### src/source/decode_pkg.sv
package decode_pkg;

    typedef logic [31:0] word_t;
    typedef logic [4:0]  reg_idx_t;
    typedef logic [6:0]  excp_code_t;          // Zero means no exception

    localparam excp_code_t EXC_INE = 7'h0D;

    typedef enum logic [3:0] {
        UOP_NONE,
        UOP_ADD,
        UOP_SUB,
        UOP_ADDI,
        UOP_LU12I,
        UOP_LD,
        UOP_ST,
        UOP_SYSCALL,
        UOP_BREAK,
        UOP_CSRRD
    } uop_t;

    // 3R and trap formats, bits 31..15
    localparam logic [16:0] OPC_ADD_W   = 17'h00020;
    localparam logic [16:0] OPC_SUB_W   = 17'h00022;
    localparam logic [16:0] OPC_SYSCALL = 17'h00056;
    localparam logic [16:0] OPC_BREAK   = 17'h00054;

    // 2RI12 format, bits 31..22
    localparam logic [9:0]  OPC_ADDI_W  = 10'h00A;
    localparam logic [9:0]  OPC_LD_W    = 10'h0A2;
    localparam logic [9:0]  OPC_ST_W    = 10'h0A6;

    localparam logic [6:0]  OPC_LU12I_W = 7'h0A;  // Bits 31..25

    // CSR group, bits 31..24; rj == 0 selects csrrd
    localparam logic [7:0]  OPC_CSR     = 8'h04;

    localparam int unsigned IQ_DEPTH = 4;         // Pairs, power of two 2..16
    localparam int unsigned IQ_PTR_W = $clog2(IQ_DEPTH);

    typedef logic [IQ_PTR_W-1:0] iq_ptr_t;
    typedef logic [IQ_PTR_W:0]   iq_cnt_t;

    // Queue entry minus the micro-ops: pc, code, flags, then two lanes
    localparam int unsigned IQ_LANE_W  = $bits(word_t) + 3 * $bits(reg_idx_t) + 4;
    localparam int unsigned IQ_ENTRY_W = $bits(word_t) + $bits(excp_code_t) + 2
                                         + 2 * IQ_LANE_W;

    typedef logic [IQ_ENTRY_W-1:0] iq_entry_t;

endpackage

### src/source/inst_decoder.sv
`timescale 1ns/1ps

module inst_decoder (
    input  decode_pkg::word_t    inst,
    output decode_pkg::uop_t     uop,
    output decode_pkg::word_t    imm,
    output decode_pkg::reg_idx_t rd,
    output decode_pkg::reg_idx_t rj,
    output decode_pkg::reg_idx_t rk,
    output logic                 is_alu,
    output logic                 is_syscall,
    output logic                 is_break,
    output logic                 is_priv,
    output logic                 invalid
);

    logic [16:0]       op17;
    logic [9:0]        op10;
    logic [7:0]        op8;
    logic [6:0]        op7;
    decode_pkg::word_t si12_ext;
    decode_pkg::word_t ui20_hi;

    assign op17 = inst[31:15];
    assign op10 = inst[31:22];
    assign op8  = inst[31:24];
    assign op7  = inst[31:25];

    assign si12_ext = {{20{inst[21]}}, inst[21:10]};
    assign ui20_hi  = {inst[24:5], 12'h000};

    // Fixed field positions; st.w uses rd as store data
    assign rd = inst[4:0];
    assign rj = inst[9:5];
    assign rk = inst[14:10];

    always_comb begin
        uop = decode_pkg::UOP_NONE;
        if (op17 == decode_pkg::OPC_ADD_W) begin
            uop = decode_pkg::UOP_ADD;
        end else if (op17 == decode_pkg::OPC_SUB_W) begin
            uop = decode_pkg::UOP_SUB;
        end else if (op17 == decode_pkg::OPC_SYSCALL) begin
            uop = decode_pkg::UOP_SYSCALL;
        end else if (op17 == decode_pkg::OPC_BREAK) begin
            uop = decode_pkg::UOP_BREAK;
        end else if (op10 == decode_pkg::OPC_ADDI_W) begin
            uop = decode_pkg::UOP_ADDI;
        end else if (op10 == decode_pkg::OPC_LD_W) begin
            uop = decode_pkg::UOP_LD;
        end else if (op10 == decode_pkg::OPC_ST_W) begin
            uop = decode_pkg::UOP_ST;
        end else if (op7 == decode_pkg::OPC_LU12I_W) begin
            uop = decode_pkg::UOP_LU12I;
        end else if (op8 == decode_pkg::OPC_CSR && inst[9:5] == 5'd0) begin
            uop = decode_pkg::UOP_CSRRD;  // csrwr/csrxchg fall through as invalid
        end
    end

    always_comb begin
        imm        = '0;
        is_alu     = 1'b0;
        is_syscall = 1'b0;
        is_break   = 1'b0;
        is_priv    = 1'b0;
        case (uop)
            decode_pkg::UOP_ADD,
            decode_pkg::UOP_SUB: begin
                is_alu = 1'b1;
            end
            decode_pkg::UOP_ADDI: begin
                is_alu = 1'b1;
                imm    = si12_ext;
            end
            decode_pkg::UOP_LU12I: begin
                is_alu = 1'b1;
                imm    = ui20_hi;
            end
            decode_pkg::UOP_LD,
            decode_pkg::UOP_ST: begin
                imm = si12_ext;  // Address offset
            end
            decode_pkg::UOP_SYSCALL: begin
                is_syscall = 1'b1;
            end
            decode_pkg::UOP_BREAK: begin
                is_break = 1'b1;
            end
            decode_pkg::UOP_CSRRD: begin
                is_priv = 1'b1;
            end
            default: begin
                imm = '0;
            end
        endcase
    end

    assign invalid = (uop == decode_pkg::UOP_NONE);

endmodule

### src/source/id_reg.sv
`timescale 1ns/1ps

module id_reg (
    input  logic                     aclk,
    input  logic                     rst,
    input  logic                     flush,
    input  logic                     fetch_valid,
    input  logic                     reg_allowin,
    output logic                     id_allowin,
    output logic                     reg_valid,

    input  decode_pkg::word_t        fetch_pc,
    input  logic [1:0]               fetch_excp_flag,
    input  decode_pkg::excp_code_t   fetch_exception,

    input  decode_pkg::uop_t         uop0, uop1,
    input  decode_pkg::word_t        imm0, imm1,
    input  decode_pkg::reg_idx_t     rd0, rd1,
    input  decode_pkg::reg_idx_t     rj0, rj1,
    input  decode_pkg::reg_idx_t     rk0, rk1,
    input  logic                     is_alu0, is_alu1,
    input  logic                     is_syscall0, is_syscall1,
    input  logic                     is_break0, is_break1,
    input  logic                     is_priv0, is_priv1,
    input  logic                     invalid0, invalid1,

    output decode_pkg::word_t        reg_pc,
    output logic [1:0]               reg_excp_flag,
    output decode_pkg::excp_code_t   reg_exception,
    output decode_pkg::uop_t         reg_uop0, reg_uop1,
    output decode_pkg::word_t        reg_imm0, reg_imm1,
    output decode_pkg::reg_idx_t     reg_rd0, reg_rd1,
    output decode_pkg::reg_idx_t     reg_rj0, reg_rj1,
    output decode_pkg::reg_idx_t     reg_rk0, reg_rk1,
    output logic                     reg_is_alu0, reg_is_alu1,
    output logic                     reg_is_syscall0, reg_is_syscall1,
    output logic                     reg_is_break0, reg_is_break1,
    output logic                     reg_is_priv0, reg_is_priv1
);

    logic                   accept;
    decode_pkg::excp_code_t merged_code;

    assign id_allowin = ~reg_valid | reg_allowin;  // Empty or draining
    assign accept     = fetch_valid & id_allowin;

    // Fetch fault outranks a decode fault
    assign merged_code = (fetch_exception != '0) ? fetch_exception :
                         (invalid0 | invalid1)   ? decode_pkg::EXC_INE : '0;

    always_ff @(posedge aclk) begin
        if (rst || flush) begin
            reg_valid <= 1'b0;
        end else if (accept) begin
            reg_valid <= 1'b1;
        end else if (reg_allowin) begin
            reg_valid <= 1'b0;  // Bubble
        end
    end

    always_ff @(posedge aclk) begin
        if (accept) begin
            reg_pc          <= fetch_pc;
            reg_excp_flag   <= fetch_excp_flag | {invalid1, invalid0};
            reg_exception   <= merged_code;
            reg_uop0        <= uop0;
            reg_uop1        <= uop1;
            reg_imm0        <= imm0;
            reg_imm1        <= imm1;
            reg_rd0         <= rd0;
            reg_rd1         <= rd1;
            reg_rj0         <= rj0;
            reg_rj1         <= rj1;
            reg_rk0         <= rk0;
            reg_rk1         <= rk1;
            reg_is_alu0     <= is_alu0;
            reg_is_alu1     <= is_alu1;
            reg_is_syscall0 <= is_syscall0;
            reg_is_syscall1 <= is_syscall1;
            reg_is_break0   <= is_break0;
            reg_is_break1   <= is_break1;
            reg_is_priv0    <= is_priv0;
            reg_is_priv1    <= is_priv1;
        end
    end

    // A stalled pair stays put until the queue takes it
    a_hold_on_stall: assert property (@(posedge aclk) disable iff (rst)
        (reg_valid && !reg_allowin && !flush) |=> reg_valid);

endmodule

### src/source/issue_queue.sv
`timescale 1ns/1ps

module issue_queue (
    input  logic                     aclk,
    input  logic                     rst,
    input  logic                     flush,
    input  logic                     reg_valid,
    output logic                     reg_allowin,

    input  decode_pkg::word_t        reg_pc,
    input  logic [1:0]               reg_excp_flag,
    input  decode_pkg::excp_code_t   reg_exception,
    input  decode_pkg::uop_t         reg_uop0, reg_uop1,
    input  decode_pkg::word_t        reg_imm0, reg_imm1,
    input  decode_pkg::reg_idx_t     reg_rd0, reg_rd1,
    input  decode_pkg::reg_idx_t     reg_rj0, reg_rj1,
    input  decode_pkg::reg_idx_t     reg_rk0, reg_rk1,
    input  logic                     reg_is_alu0, reg_is_alu1,
    input  logic                     reg_is_syscall0, reg_is_syscall1,
    input  logic                     reg_is_break0, reg_is_break1,
    input  logic                     reg_is_priv0, reg_is_priv1,

    input  logic                     iss_ready,
    output logic                     iss_valid,
    output decode_pkg::word_t        iss_pc,
    output logic [1:0]               iss_excp_flag,
    output decode_pkg::excp_code_t   iss_exception,
    output decode_pkg::uop_t         iss_uop0, iss_uop1,
    output decode_pkg::word_t        iss_imm0, iss_imm1,
    output decode_pkg::reg_idx_t     iss_rd0, iss_rd1,
    output decode_pkg::reg_idx_t     iss_rj0, iss_rj1,
    output decode_pkg::reg_idx_t     iss_rk0, iss_rk1,
    output logic                     iss_is_alu0, iss_is_alu1,
    output logic                     iss_is_syscall0, iss_is_syscall1,
    output logic                     iss_is_break0, iss_is_break1,
    output logic                     iss_is_priv0, iss_is_priv1
);

    decode_pkg::iq_entry_t entry_mem [decode_pkg::IQ_DEPTH];
    decode_pkg::uop_t      uop0_mem  [decode_pkg::IQ_DEPTH];
    decode_pkg::uop_t      uop1_mem  [decode_pkg::IQ_DEPTH];
    decode_pkg::iq_ptr_t   wr_ptr;
    decode_pkg::iq_ptr_t   rd_ptr;
    decode_pkg::iq_cnt_t   count;
    decode_pkg::iq_entry_t wr_entry;
    logic                  full;
    logic                  push;
    logic                  pop;

    assign full        = (count == decode_pkg::iq_cnt_t'(decode_pkg::IQ_DEPTH));
    assign reg_allowin = ~full | iss_ready;  // Full slot frees on a pop
    assign push        = reg_valid & reg_allowin;
    assign iss_valid   = (count != '0);
    assign pop         = iss_valid & iss_ready;

    assign wr_entry = {reg_pc, reg_exception, reg_excp_flag,
                       reg_imm0, reg_rd0, reg_rj0, reg_rk0,
                       reg_is_alu0, reg_is_syscall0, reg_is_break0, reg_is_priv0,
                       reg_imm1, reg_rd1, reg_rj1, reg_rk1,
                       reg_is_alu1, reg_is_syscall1, reg_is_break1, reg_is_priv1};

    assign {iss_pc, iss_exception, iss_excp_flag,
            iss_imm0, iss_rd0, iss_rj0, iss_rk0,
            iss_is_alu0, iss_is_syscall0, iss_is_break0, iss_is_priv0,
            iss_imm1, iss_rd1, iss_rj1, iss_rk1,
            iss_is_alu1, iss_is_syscall1, iss_is_break1, iss_is_priv1} = entry_mem[rd_ptr];

    assign iss_uop0 = uop0_mem[rd_ptr];
    assign iss_uop1 = uop1_mem[rd_ptr];

    always_ff @(posedge aclk) begin
        if (push) begin
            entry_mem[wr_ptr] <= wr_entry;
            uop0_mem[wr_ptr]  <= reg_uop0;
            uop1_mem[wr_ptr]  <= reg_uop1;
        end
    end

    always_ff @(posedge aclk) begin
        if (rst || flush) begin
            wr_ptr <= '0;
            rd_ptr <= '0;
            count  <= '0;
        end else begin
            if (push) wr_ptr <= wr_ptr + 1'b1;  // Wraps at IQ_DEPTH
            if (pop) rd_ptr <= rd_ptr + 1'b1;
            count <= count + decode_pkg::iq_cnt_t'(push) - decode_pkg::iq_cnt_t'(pop);
        end
    end

    a_count_bound: assert property (@(posedge aclk) disable iff (rst)
        count <= decode_pkg::iq_cnt_t'(decode_pkg::IQ_DEPTH));

    // Pointers equal and not full means empty
    a_no_pop_empty: assert property (@(posedge aclk) disable iff (rst)
        pop |-> (rd_ptr != wr_ptr || full));

endmodule

### src/source/decode_top.sv
`timescale 1ns/1ps

module decode_top (
    input  logic                     aclk,
    input  logic                     rst,
    input  logic                     flush,

    input  logic                     fetch_valid,
    input  decode_pkg::word_t        fetch_inst0,
    input  decode_pkg::word_t        fetch_inst1,
    input  decode_pkg::word_t        fetch_pc,      // Lane 1 sits at pc + 4
    input  logic [1:0]               fetch_excp_flag,
    input  decode_pkg::excp_code_t   fetch_exception,
    output logic                     id_allowin,

    input  logic                     iss_ready,
    output logic                     iss_valid,
    output decode_pkg::word_t        iss_pc,
    output logic [1:0]               iss_excp_flag,
    output decode_pkg::excp_code_t   iss_exception,
    output decode_pkg::uop_t         iss_uop0, iss_uop1,
    output decode_pkg::word_t        iss_imm0, iss_imm1,
    output decode_pkg::reg_idx_t     iss_rd0, iss_rd1,
    output decode_pkg::reg_idx_t     iss_rj0, iss_rj1,
    output decode_pkg::reg_idx_t     iss_rk0, iss_rk1,
    output logic                     iss_is_alu0, iss_is_alu1,
    output logic                     iss_is_syscall0, iss_is_syscall1,
    output logic                     iss_is_break0, iss_is_break1,
    output logic                     iss_is_priv0, iss_is_priv1
);

    // Decoder outputs
    decode_pkg::uop_t       uop0, uop1;
    decode_pkg::word_t      imm0, imm1;
    decode_pkg::reg_idx_t   rd0, rd1, rj0, rj1, rk0, rk1;
    logic                   is_alu0, is_alu1, is_syscall0, is_syscall1;
    logic                   is_break0, is_break1, is_priv0, is_priv1;
    logic                   invalid0, invalid1;

    // Stage register to queue
    logic                   reg_valid;
    logic                   reg_allowin;
    decode_pkg::word_t      reg_pc;
    logic [1:0]             reg_excp_flag;
    decode_pkg::excp_code_t reg_exception;
    decode_pkg::uop_t       reg_uop0, reg_uop1;
    decode_pkg::word_t      reg_imm0, reg_imm1;
    decode_pkg::reg_idx_t   reg_rd0, reg_rd1, reg_rj0, reg_rj1, reg_rk0, reg_rk1;
    logic                   reg_is_alu0, reg_is_alu1, reg_is_syscall0, reg_is_syscall1;
    logic                   reg_is_break0, reg_is_break1, reg_is_priv0, reg_is_priv1;

    inst_decoder u_dec0 (
        .inst       (fetch_inst0),
        .uop        (uop0),
        .imm        (imm0),
        .rd         (rd0),
        .rj         (rj0),
        .rk         (rk0),
        .is_alu     (is_alu0),
        .is_syscall (is_syscall0),
        .is_break   (is_break0),
        .is_priv    (is_priv0),
        .invalid    (invalid0)
    );

    inst_decoder u_dec1 (
        .inst       (fetch_inst1),
        .uop        (uop1),
        .imm        (imm1),
        .rd         (rd1),
        .rj         (rj1),
        .rk         (rk1),
        .is_alu     (is_alu1),
        .is_syscall (is_syscall1),
        .is_break   (is_break1),
        .is_priv    (is_priv1),
        .invalid    (invalid1)
    );

    // Wire names match port names one to one
    id_reg u_id_reg (.*);

    issue_queue u_iq (.*);

endmodule

### config.mk
export PLATFORM = sky130hd
export DESIGN_NAME = decode_top
export DESIGN_NICKNAME = d
export VERILOG_FILES = /design/src/source/decode_pkg.sv /design/src/source/inst_decoder.sv /design/src/source/id_reg.sv /design/src/source/issue_queue.sv /design/src/source/decode_top.sv
export SDC_FILE = /design/constraint.sdc
export NUM_CORES = 1
export LEC_CHECK = 0
export ABC_AREA = 1
export BUFFER_PORTS_ARGS = -buffer_cell sky130_fd_sc_hd__buf_4
export CORE_MARGIN = 2
export CORE_UTILIZATION = 55
export CTS_CLUSTER_SIZE = 20
export DETAILED_ROUTE_END_ITERATION = 12
export PLACE_DENSITY = 0.82
export SLEW_MARGIN = 40
export SYNTH_ARGS = -nofsm -noshare
export SYNTH_HDL_FRONTEND = slang
export SYNTH_HIERARCHICAL = 1
export SYNTH_SLANG_ARGS = --single-unit
### constraint.sdc
create_clock -name aclk -period 35.9 [get_ports aclk]
set_input_delay 1.795 -clock aclk [delete_from_list [all_inputs] [get_ports aclk]]
set_output_delay 1.795 -clock aclk [all_outputs]
set_load 0.1 [all_outputs]
* Word level (Yosys, flattened, before mapping)
Memories as Yosys holds them, arrays and structs flattened. A register that Yosys moved wholly into a read port is not among the register bits.
Cells that the tools add are included.
** Operators by class
- Equality and inequality tests :: 37
- $add $sub $neg :: 4
- Bitwise operators :: 9
- Reduce and logical (&&, ||, !) cells :: 14
- Multiplexer cells :: 40
** Operators by type and width (count)
- one-hot mux 32 bit (2 select lines) :: 2
- 2-to-1 mux 4 bit :: 19
- == test 17 x 6 -> 1 bit, second input constant :: 4
- == test 17 x 7 -> 1 bit, second input constant :: 4
- == test 10 x 8 -> 1 bit, second input constant :: 4
- == test 4 x 3 -> 1 bit, second input constant :: 8
- == test 10 x 4 -> 1 bit, second input constant :: 2
- == test 4 x 2 -> 1 bit, second input constant :: 4
- == test 4 bit, second input constant :: 4
- == test 8 x 3 -> 1 bit, second input constant :: 2
- == test 7 x 4 -> 1 bit, second input constant :: 2
- 2-to-1 mux 1 bit :: 12
- 2-to-1 mux 2 bit :: 6
- logical NOT 5 bit :: 2
- == test 4 x 1 -> 1 bit, second input constant :: 2
- logical NOT 4 bit :: 2
- OR reduction 4 bit :: 2
- 2-to-1 mux 7 bit :: 1
- nonzero test 7 bit :: 1
- OR reduction 3 bit :: 2
- adder 2 x 1 -> 2 bit, second input constant :: 2
- adder 3 x 1 -> 3 bit :: 1
- AND 1 bit :: 3
- == test 3 bit, second input constant :: 1
- other kinds (8) :: 12
** Word-level totals
- Bits in registers :: 159
- Input bits :: 110
- Memories kept :: 3
- Output and inout port bits :: 153
- Bits in writable memories :: 604
** Memories
- u_iq.entry_mem :: depth 4, bits a word 143, read ports 1, clocked after Yosys merged registers in 1, wr ports 1, RTL line issue_queue.sv:39 : decode_pkg::iq_entry_t entry_mem [decode_pkg::IQ_DEPTH];
- u_iq.uop0_mem :: depth 4, bits a word 4, read ports 1, clocked after Yosys merged registers in 1, wr ports 1, RTL line issue_queue.sv:40 : decode_pkg::uop_t uop0_mem [decode_pkg::IQ_DEPTH];
- u_iq.uop1_mem :: depth 4, bits a word 4, read ports 1, clocked after Yosys merged registers in 1, wr ports 1, RTL line issue_queue.sv:41 : decode_pkg::uop_t uop1_mem [decode_pkg::IQ_DEPTH];

* Longest topological paths before layout
- Word-level depth :: 15
- Mapped depth :: 13

* Modules after synthesis
The synthesis kept the hierarchy.
** By module, submodules not included
- issue_queue :: cells each 1530, sequential area each 18317.6 µm², times used 1, area each 22759.3 µm²
- id_reg :: cells each 175, sequential area each 4554.4 µm², times used 1, area each 4674.5 µm²
- inst_decoder :: cells each 168, sequential area each 0.0 µm², times used 2, area each 832.0 µm²

* Worst setup path before layout
No wires, ideal clock.
- Path type :: input to register
- From :: input iss_ready
- To :: register u_id_reg.reg_exception[0] (enable)
- Buffers on the path :: 0
- Required time :: 35.006 ns
- Stages on the path :: 4
- Setup time :: 0.894 ns
- Slack :: 22.184 ns
- Arrival time :: 12.822 ns
- Cells stage by stage :: inv_1 nand3_1 inv_1 a21boi_0
** On the way
- Word-level cells in the longest chain between the ends :: 3
** RTL lines
- start, declared :: RTL line decode_top.sv:16 : input logic iss_ready,
- bitwise OR 1 bit :: RTL line issue_queue.sv:51 : assign reg_allowin = ~full | iss_ready;
- net reg_allowin :: RTL line decode_top.sv:42 : logic reg_allowin;
- bitwise OR 1 bit :: RTL line id_reg.sv:44 : assign id_allowin = ~reg_valid | reg_allowin;
- AND 1 bit :: RTL line id_reg.sv:45 : assign accept = fetch_valid & id_allowin;
- net u_id_reg.accept :: RTL line id_reg.sv:41 : logic accept;
- end signal, assigned :: RTL line id_reg.sv:65 : reg_exception <= merged_code;
- end, declared :: RTL line id_reg.sv:29 : output decode_pkg::excp_code_t reg_exception,
The timed path passes the listed nets, and every way through them passes these cells.
A chain may end at the register's enable or synchronous reset.

==> metrics.md <==
| Metric | Value |
|---|---|
| Outcome | finished, final reports clean |
| Cell Chain, Critical Path | inv_4, buf_6, o21ai_0, o22ai_1, buf_4 |
| Max-slew violations | 0 |
| Die area | 54800 sq um |
| Post-synthesis cell count | 2041 |
| Type of element capturing the critical path | output pin |
| Gpl congestion | 0.891 |
| Final Skew | 28.5 ps |
| Cell taking the most area after synthesis | edfxtp_1 |
| Pin count of the biggest net entering global routing | 200 |
| Post-synth ARST share | 0% |
| Core area | 52400 sq um |
| Post-CTS Resized | 0 |
| Share of post-route cells with drive strength above 1 | 19.1% |
| Worst-Margin Slew | 860 ps |
| Cell area after synthesis | 29100 sq um |
| Synth top area cells | edfxtp_1, nor2_1, o21ai_0, o22ai_1, nand2_1 |
| Initial DRC count | 1888 |
| Synthesized Nets | 2158 |
| Synth Area in Adders | 0.327% |
| Worst-Skew Late Latency | 610 ps |
| Part of the Yosys area used for sequential elements | 78.6% |
| Vias in the first global route | 17100 |
| Min Clock Period, post-route | 5410 ps |
| WHS Endpoint | u_iq/entry_mem[0][54] |
| Vias per Instance | 5.83 |
| Initial antenna violation count | 3 |
| FF-to-FF Start | u_iq/count[1] |
| Fmax | 0.185 GHz |
| Routed Antenna Nets | 0 |
| HP Start | u_id_reg/reg_is_alu0 |
| Final Core Density | 64.3% |
| WP data required | 34100 ps |
| Final setup fails | 0 |
| Most frequent cells in the layout | edfxtp_1, nor2_1, o21ai_0 |
| Worst R2R Path Depth | 7 |
| Final period utilization | 15.1% |
| CTS Hold Bufs | 0 |
| Xor-xnor portion of the synthesized cell area | 0.0301% |
| HP Class | reg -> reg |
| Root Driver | clkbuf_16 |
| Die width | 234 um |
| # rows | 84 |
| Reg-to-reg endpoint | u_iq/entry_mem[2][110] |
| I/O Buffers | 262 |
| Synth Register Bits | 765 |
| Pwr Density | 55.1 nW/um^2 |
| CTS Buf Count | 77 |
| Max_slew headroom | 42.7% |
| Setup slack, reg-to-reg | 33220 ps |
| Main combinational cell family by area after synthesis | compound AO/OA/AOI/OAI gates |
| Yosys warns | 6 |
| Simple logic cell fraction of the synthesized area | 7.71% |
| Synthesis-to-finish area growth | 15.9% |
| Compound-Gate Fraction of Synth Area | 9.25% |
| DP HPWL | 37800 um |
| Global-route wire length before repair | 97700 um |
| Placed inst area | 31400 sq um |
| Final instance area | 33700 sq um |
| H-tree depth | 3 |
| Sink Count | 765 |
| CP top delay family | buffers and inverters |
| Vias | 17500 |
| Crit path max fanout | 82 |
| Critical path type | reg -> out |
| Initial Util | 55.5% |
| Clock Path Buffers | 3 |
| Postcts setup bufs | 0 |
| Slowest-stage cell, CP | inv_4 |
| Die height | 234 um |
| Multiplexer share of the synthesized area | 0% |
| Slowest stage delay, CP | 700 ps |
| Worst path bufs/invs | 3 |
| Clock transition at path regs | 60 ps |
| RSZ-0062 raised after global routing | no |
| Hold Path Cell Cnt | 0 |
| CP Launch Type | register |
| Wire per inst | 22.0 um |
| Final hold violations | 0 |
| Max_cap viols | 0 |
| Max IR drop VDD | 44.1 uV |
| Synth cell types | 32 |
| Worst Path Arrival | 3620 ps |
| Total track usage | 23.7% |
| # nets final | 2379 |
| Number of synthesized flops with an enable pin | 755 |
| Overflow after GRT | 0 |
| Final-layout fill cell count | 3570 |
| Most common cell after layout, fill and taps aside | edfxtp_1 |
| # IOs | 263 |
| Routed wire length | 66000 um |
| # DRC | 0 |
| LEAKAGE | 12.3 nW |
| Ys flop type | edfxtp_1 |
| TritonCTS clock tree | yes |
| Final TNS setup | 0 ps |
| Pre-antenna DRT Iters | 7 |
| Top cell type's share of synthesized area | 77.9% |
| Syn Area/Cell | 14.3 sq um |
[where the power goes]
group / internal, mW / total (mW) / switching (mW)
combinational: 0.0258 / 0.121 / 0.0947
sequential: 0.995 / 1.00 / 0.00910
clock: 0.420 / 0.733 / 0.313
total: 1.44 / 1.86 / 0.417
[cell usage after synthesis (4+ instances only)]
cell type	number
edfxtp_1	755
nor2_1	363
o21ai_0	269
o22ai_1	151
nand2_1	122
inv_1	80
clkbuf_1	40
buf_4	37
buf_2	35
o21ai_1	35
nand3_1	23
o21ai_2	20
buf_6	15
clkbuf_2	14
nor3_1	13
dfxtp_1	10
inv_2	10
nand2_2	8
ha_1	6
nand4_1	6
nor2_2	6
a21oi_1	4
[worst max-delay path by stage]
| stage | slack, ps | to | depth (start not counted) |
|---|---|---|---|
| global route | 30340 | iss_imm0[23] | 5 |
| detailed placement | 30970 | iss_rk0[0] | 5 |
| floorplan | 22180 | u_id_reg/reg_exception[0] | 4 |
| CTS | 30300 | iss_rk0[0] | 5 |
| finish | 30490 | iss_imm0[23] | 5 |
| global placement | 30940 | iss_imm0[23] | 5 |
[sequential cells by signal (all words and copies together) (netlist names), 5 cells and up, named ones only]
signal	cells
u_id_reg/reg_rj1	5
u_id_reg/reg_exception	7
u_iq/uop0_mem	16
u_iq/entry_mem	572
u_id_reg/reg_rj0	5
u_id_reg/reg_imm0	32
u_id_reg/reg_imm1	32
u_id_reg/reg_rd0	5
u_iq/uop1_mem	16
u_id_reg/reg_rk0	5
u_id_reg/reg_rk1	5
u_id_reg/reg_rd1	5
u_id_reg/reg_pc	32
[worst reg2reg max path, cell delays in order (launching register included)]
cell	delay, ps
dfxtp_1	350
nor2_1	70
nand3_1	170
nand2_1	320
nor2_4	230
buf_8	210
buf_8	210
buf_4	660
[metrics by stage]
stage                     total power [mW]  instances  setup slack (ps)  hold slack, ps
after floorplan                       1.11       2041             22180             459
after detailed placement              1.14       2870             30970             479
final                                 1.86       3006             30490             488
after global routing                  1.91       3006             30340             498
after CTS                             1.87       3003             30300             486
after global placement                1.14       2866             30940             461
[cell type report]
cell class / instances / area (sq um) / share of cell area, %
Inverter: 92 / 360 / 1.07
Clock inverter: 35 / 218 / 0.646
Sequential cell: 765 / 22900 / 67.9
Timing Repair Buffer: 283 / 2240 / 6.66
Clock buffer: 98 / 2070 / 6.13
Tap cell: 688 / 861 / 2.55
Multi-Input combinational cell: 1043 / 5080 / 15.1
Antenna cell: 2 / 5.00 / 0.0148
[logic make-up after synthesis]
logic type / after synthesis
flops: 765
simple gates: 552
compound gates: 483
buf+inv: 233
fa+ha+maj: 7
xor+xnor: 1
[routing by layer]
layer	up-vias	share of wire, %	global-route usage, %
li1	7888	-	-
met1	8659	40	32.2
met2	835	50	39.1
met3	136	7.3	3.94
met4	2	3.1	8.52
met5	-	0.024	0
No activity file was read; power rests on OpenSTA's default activity.
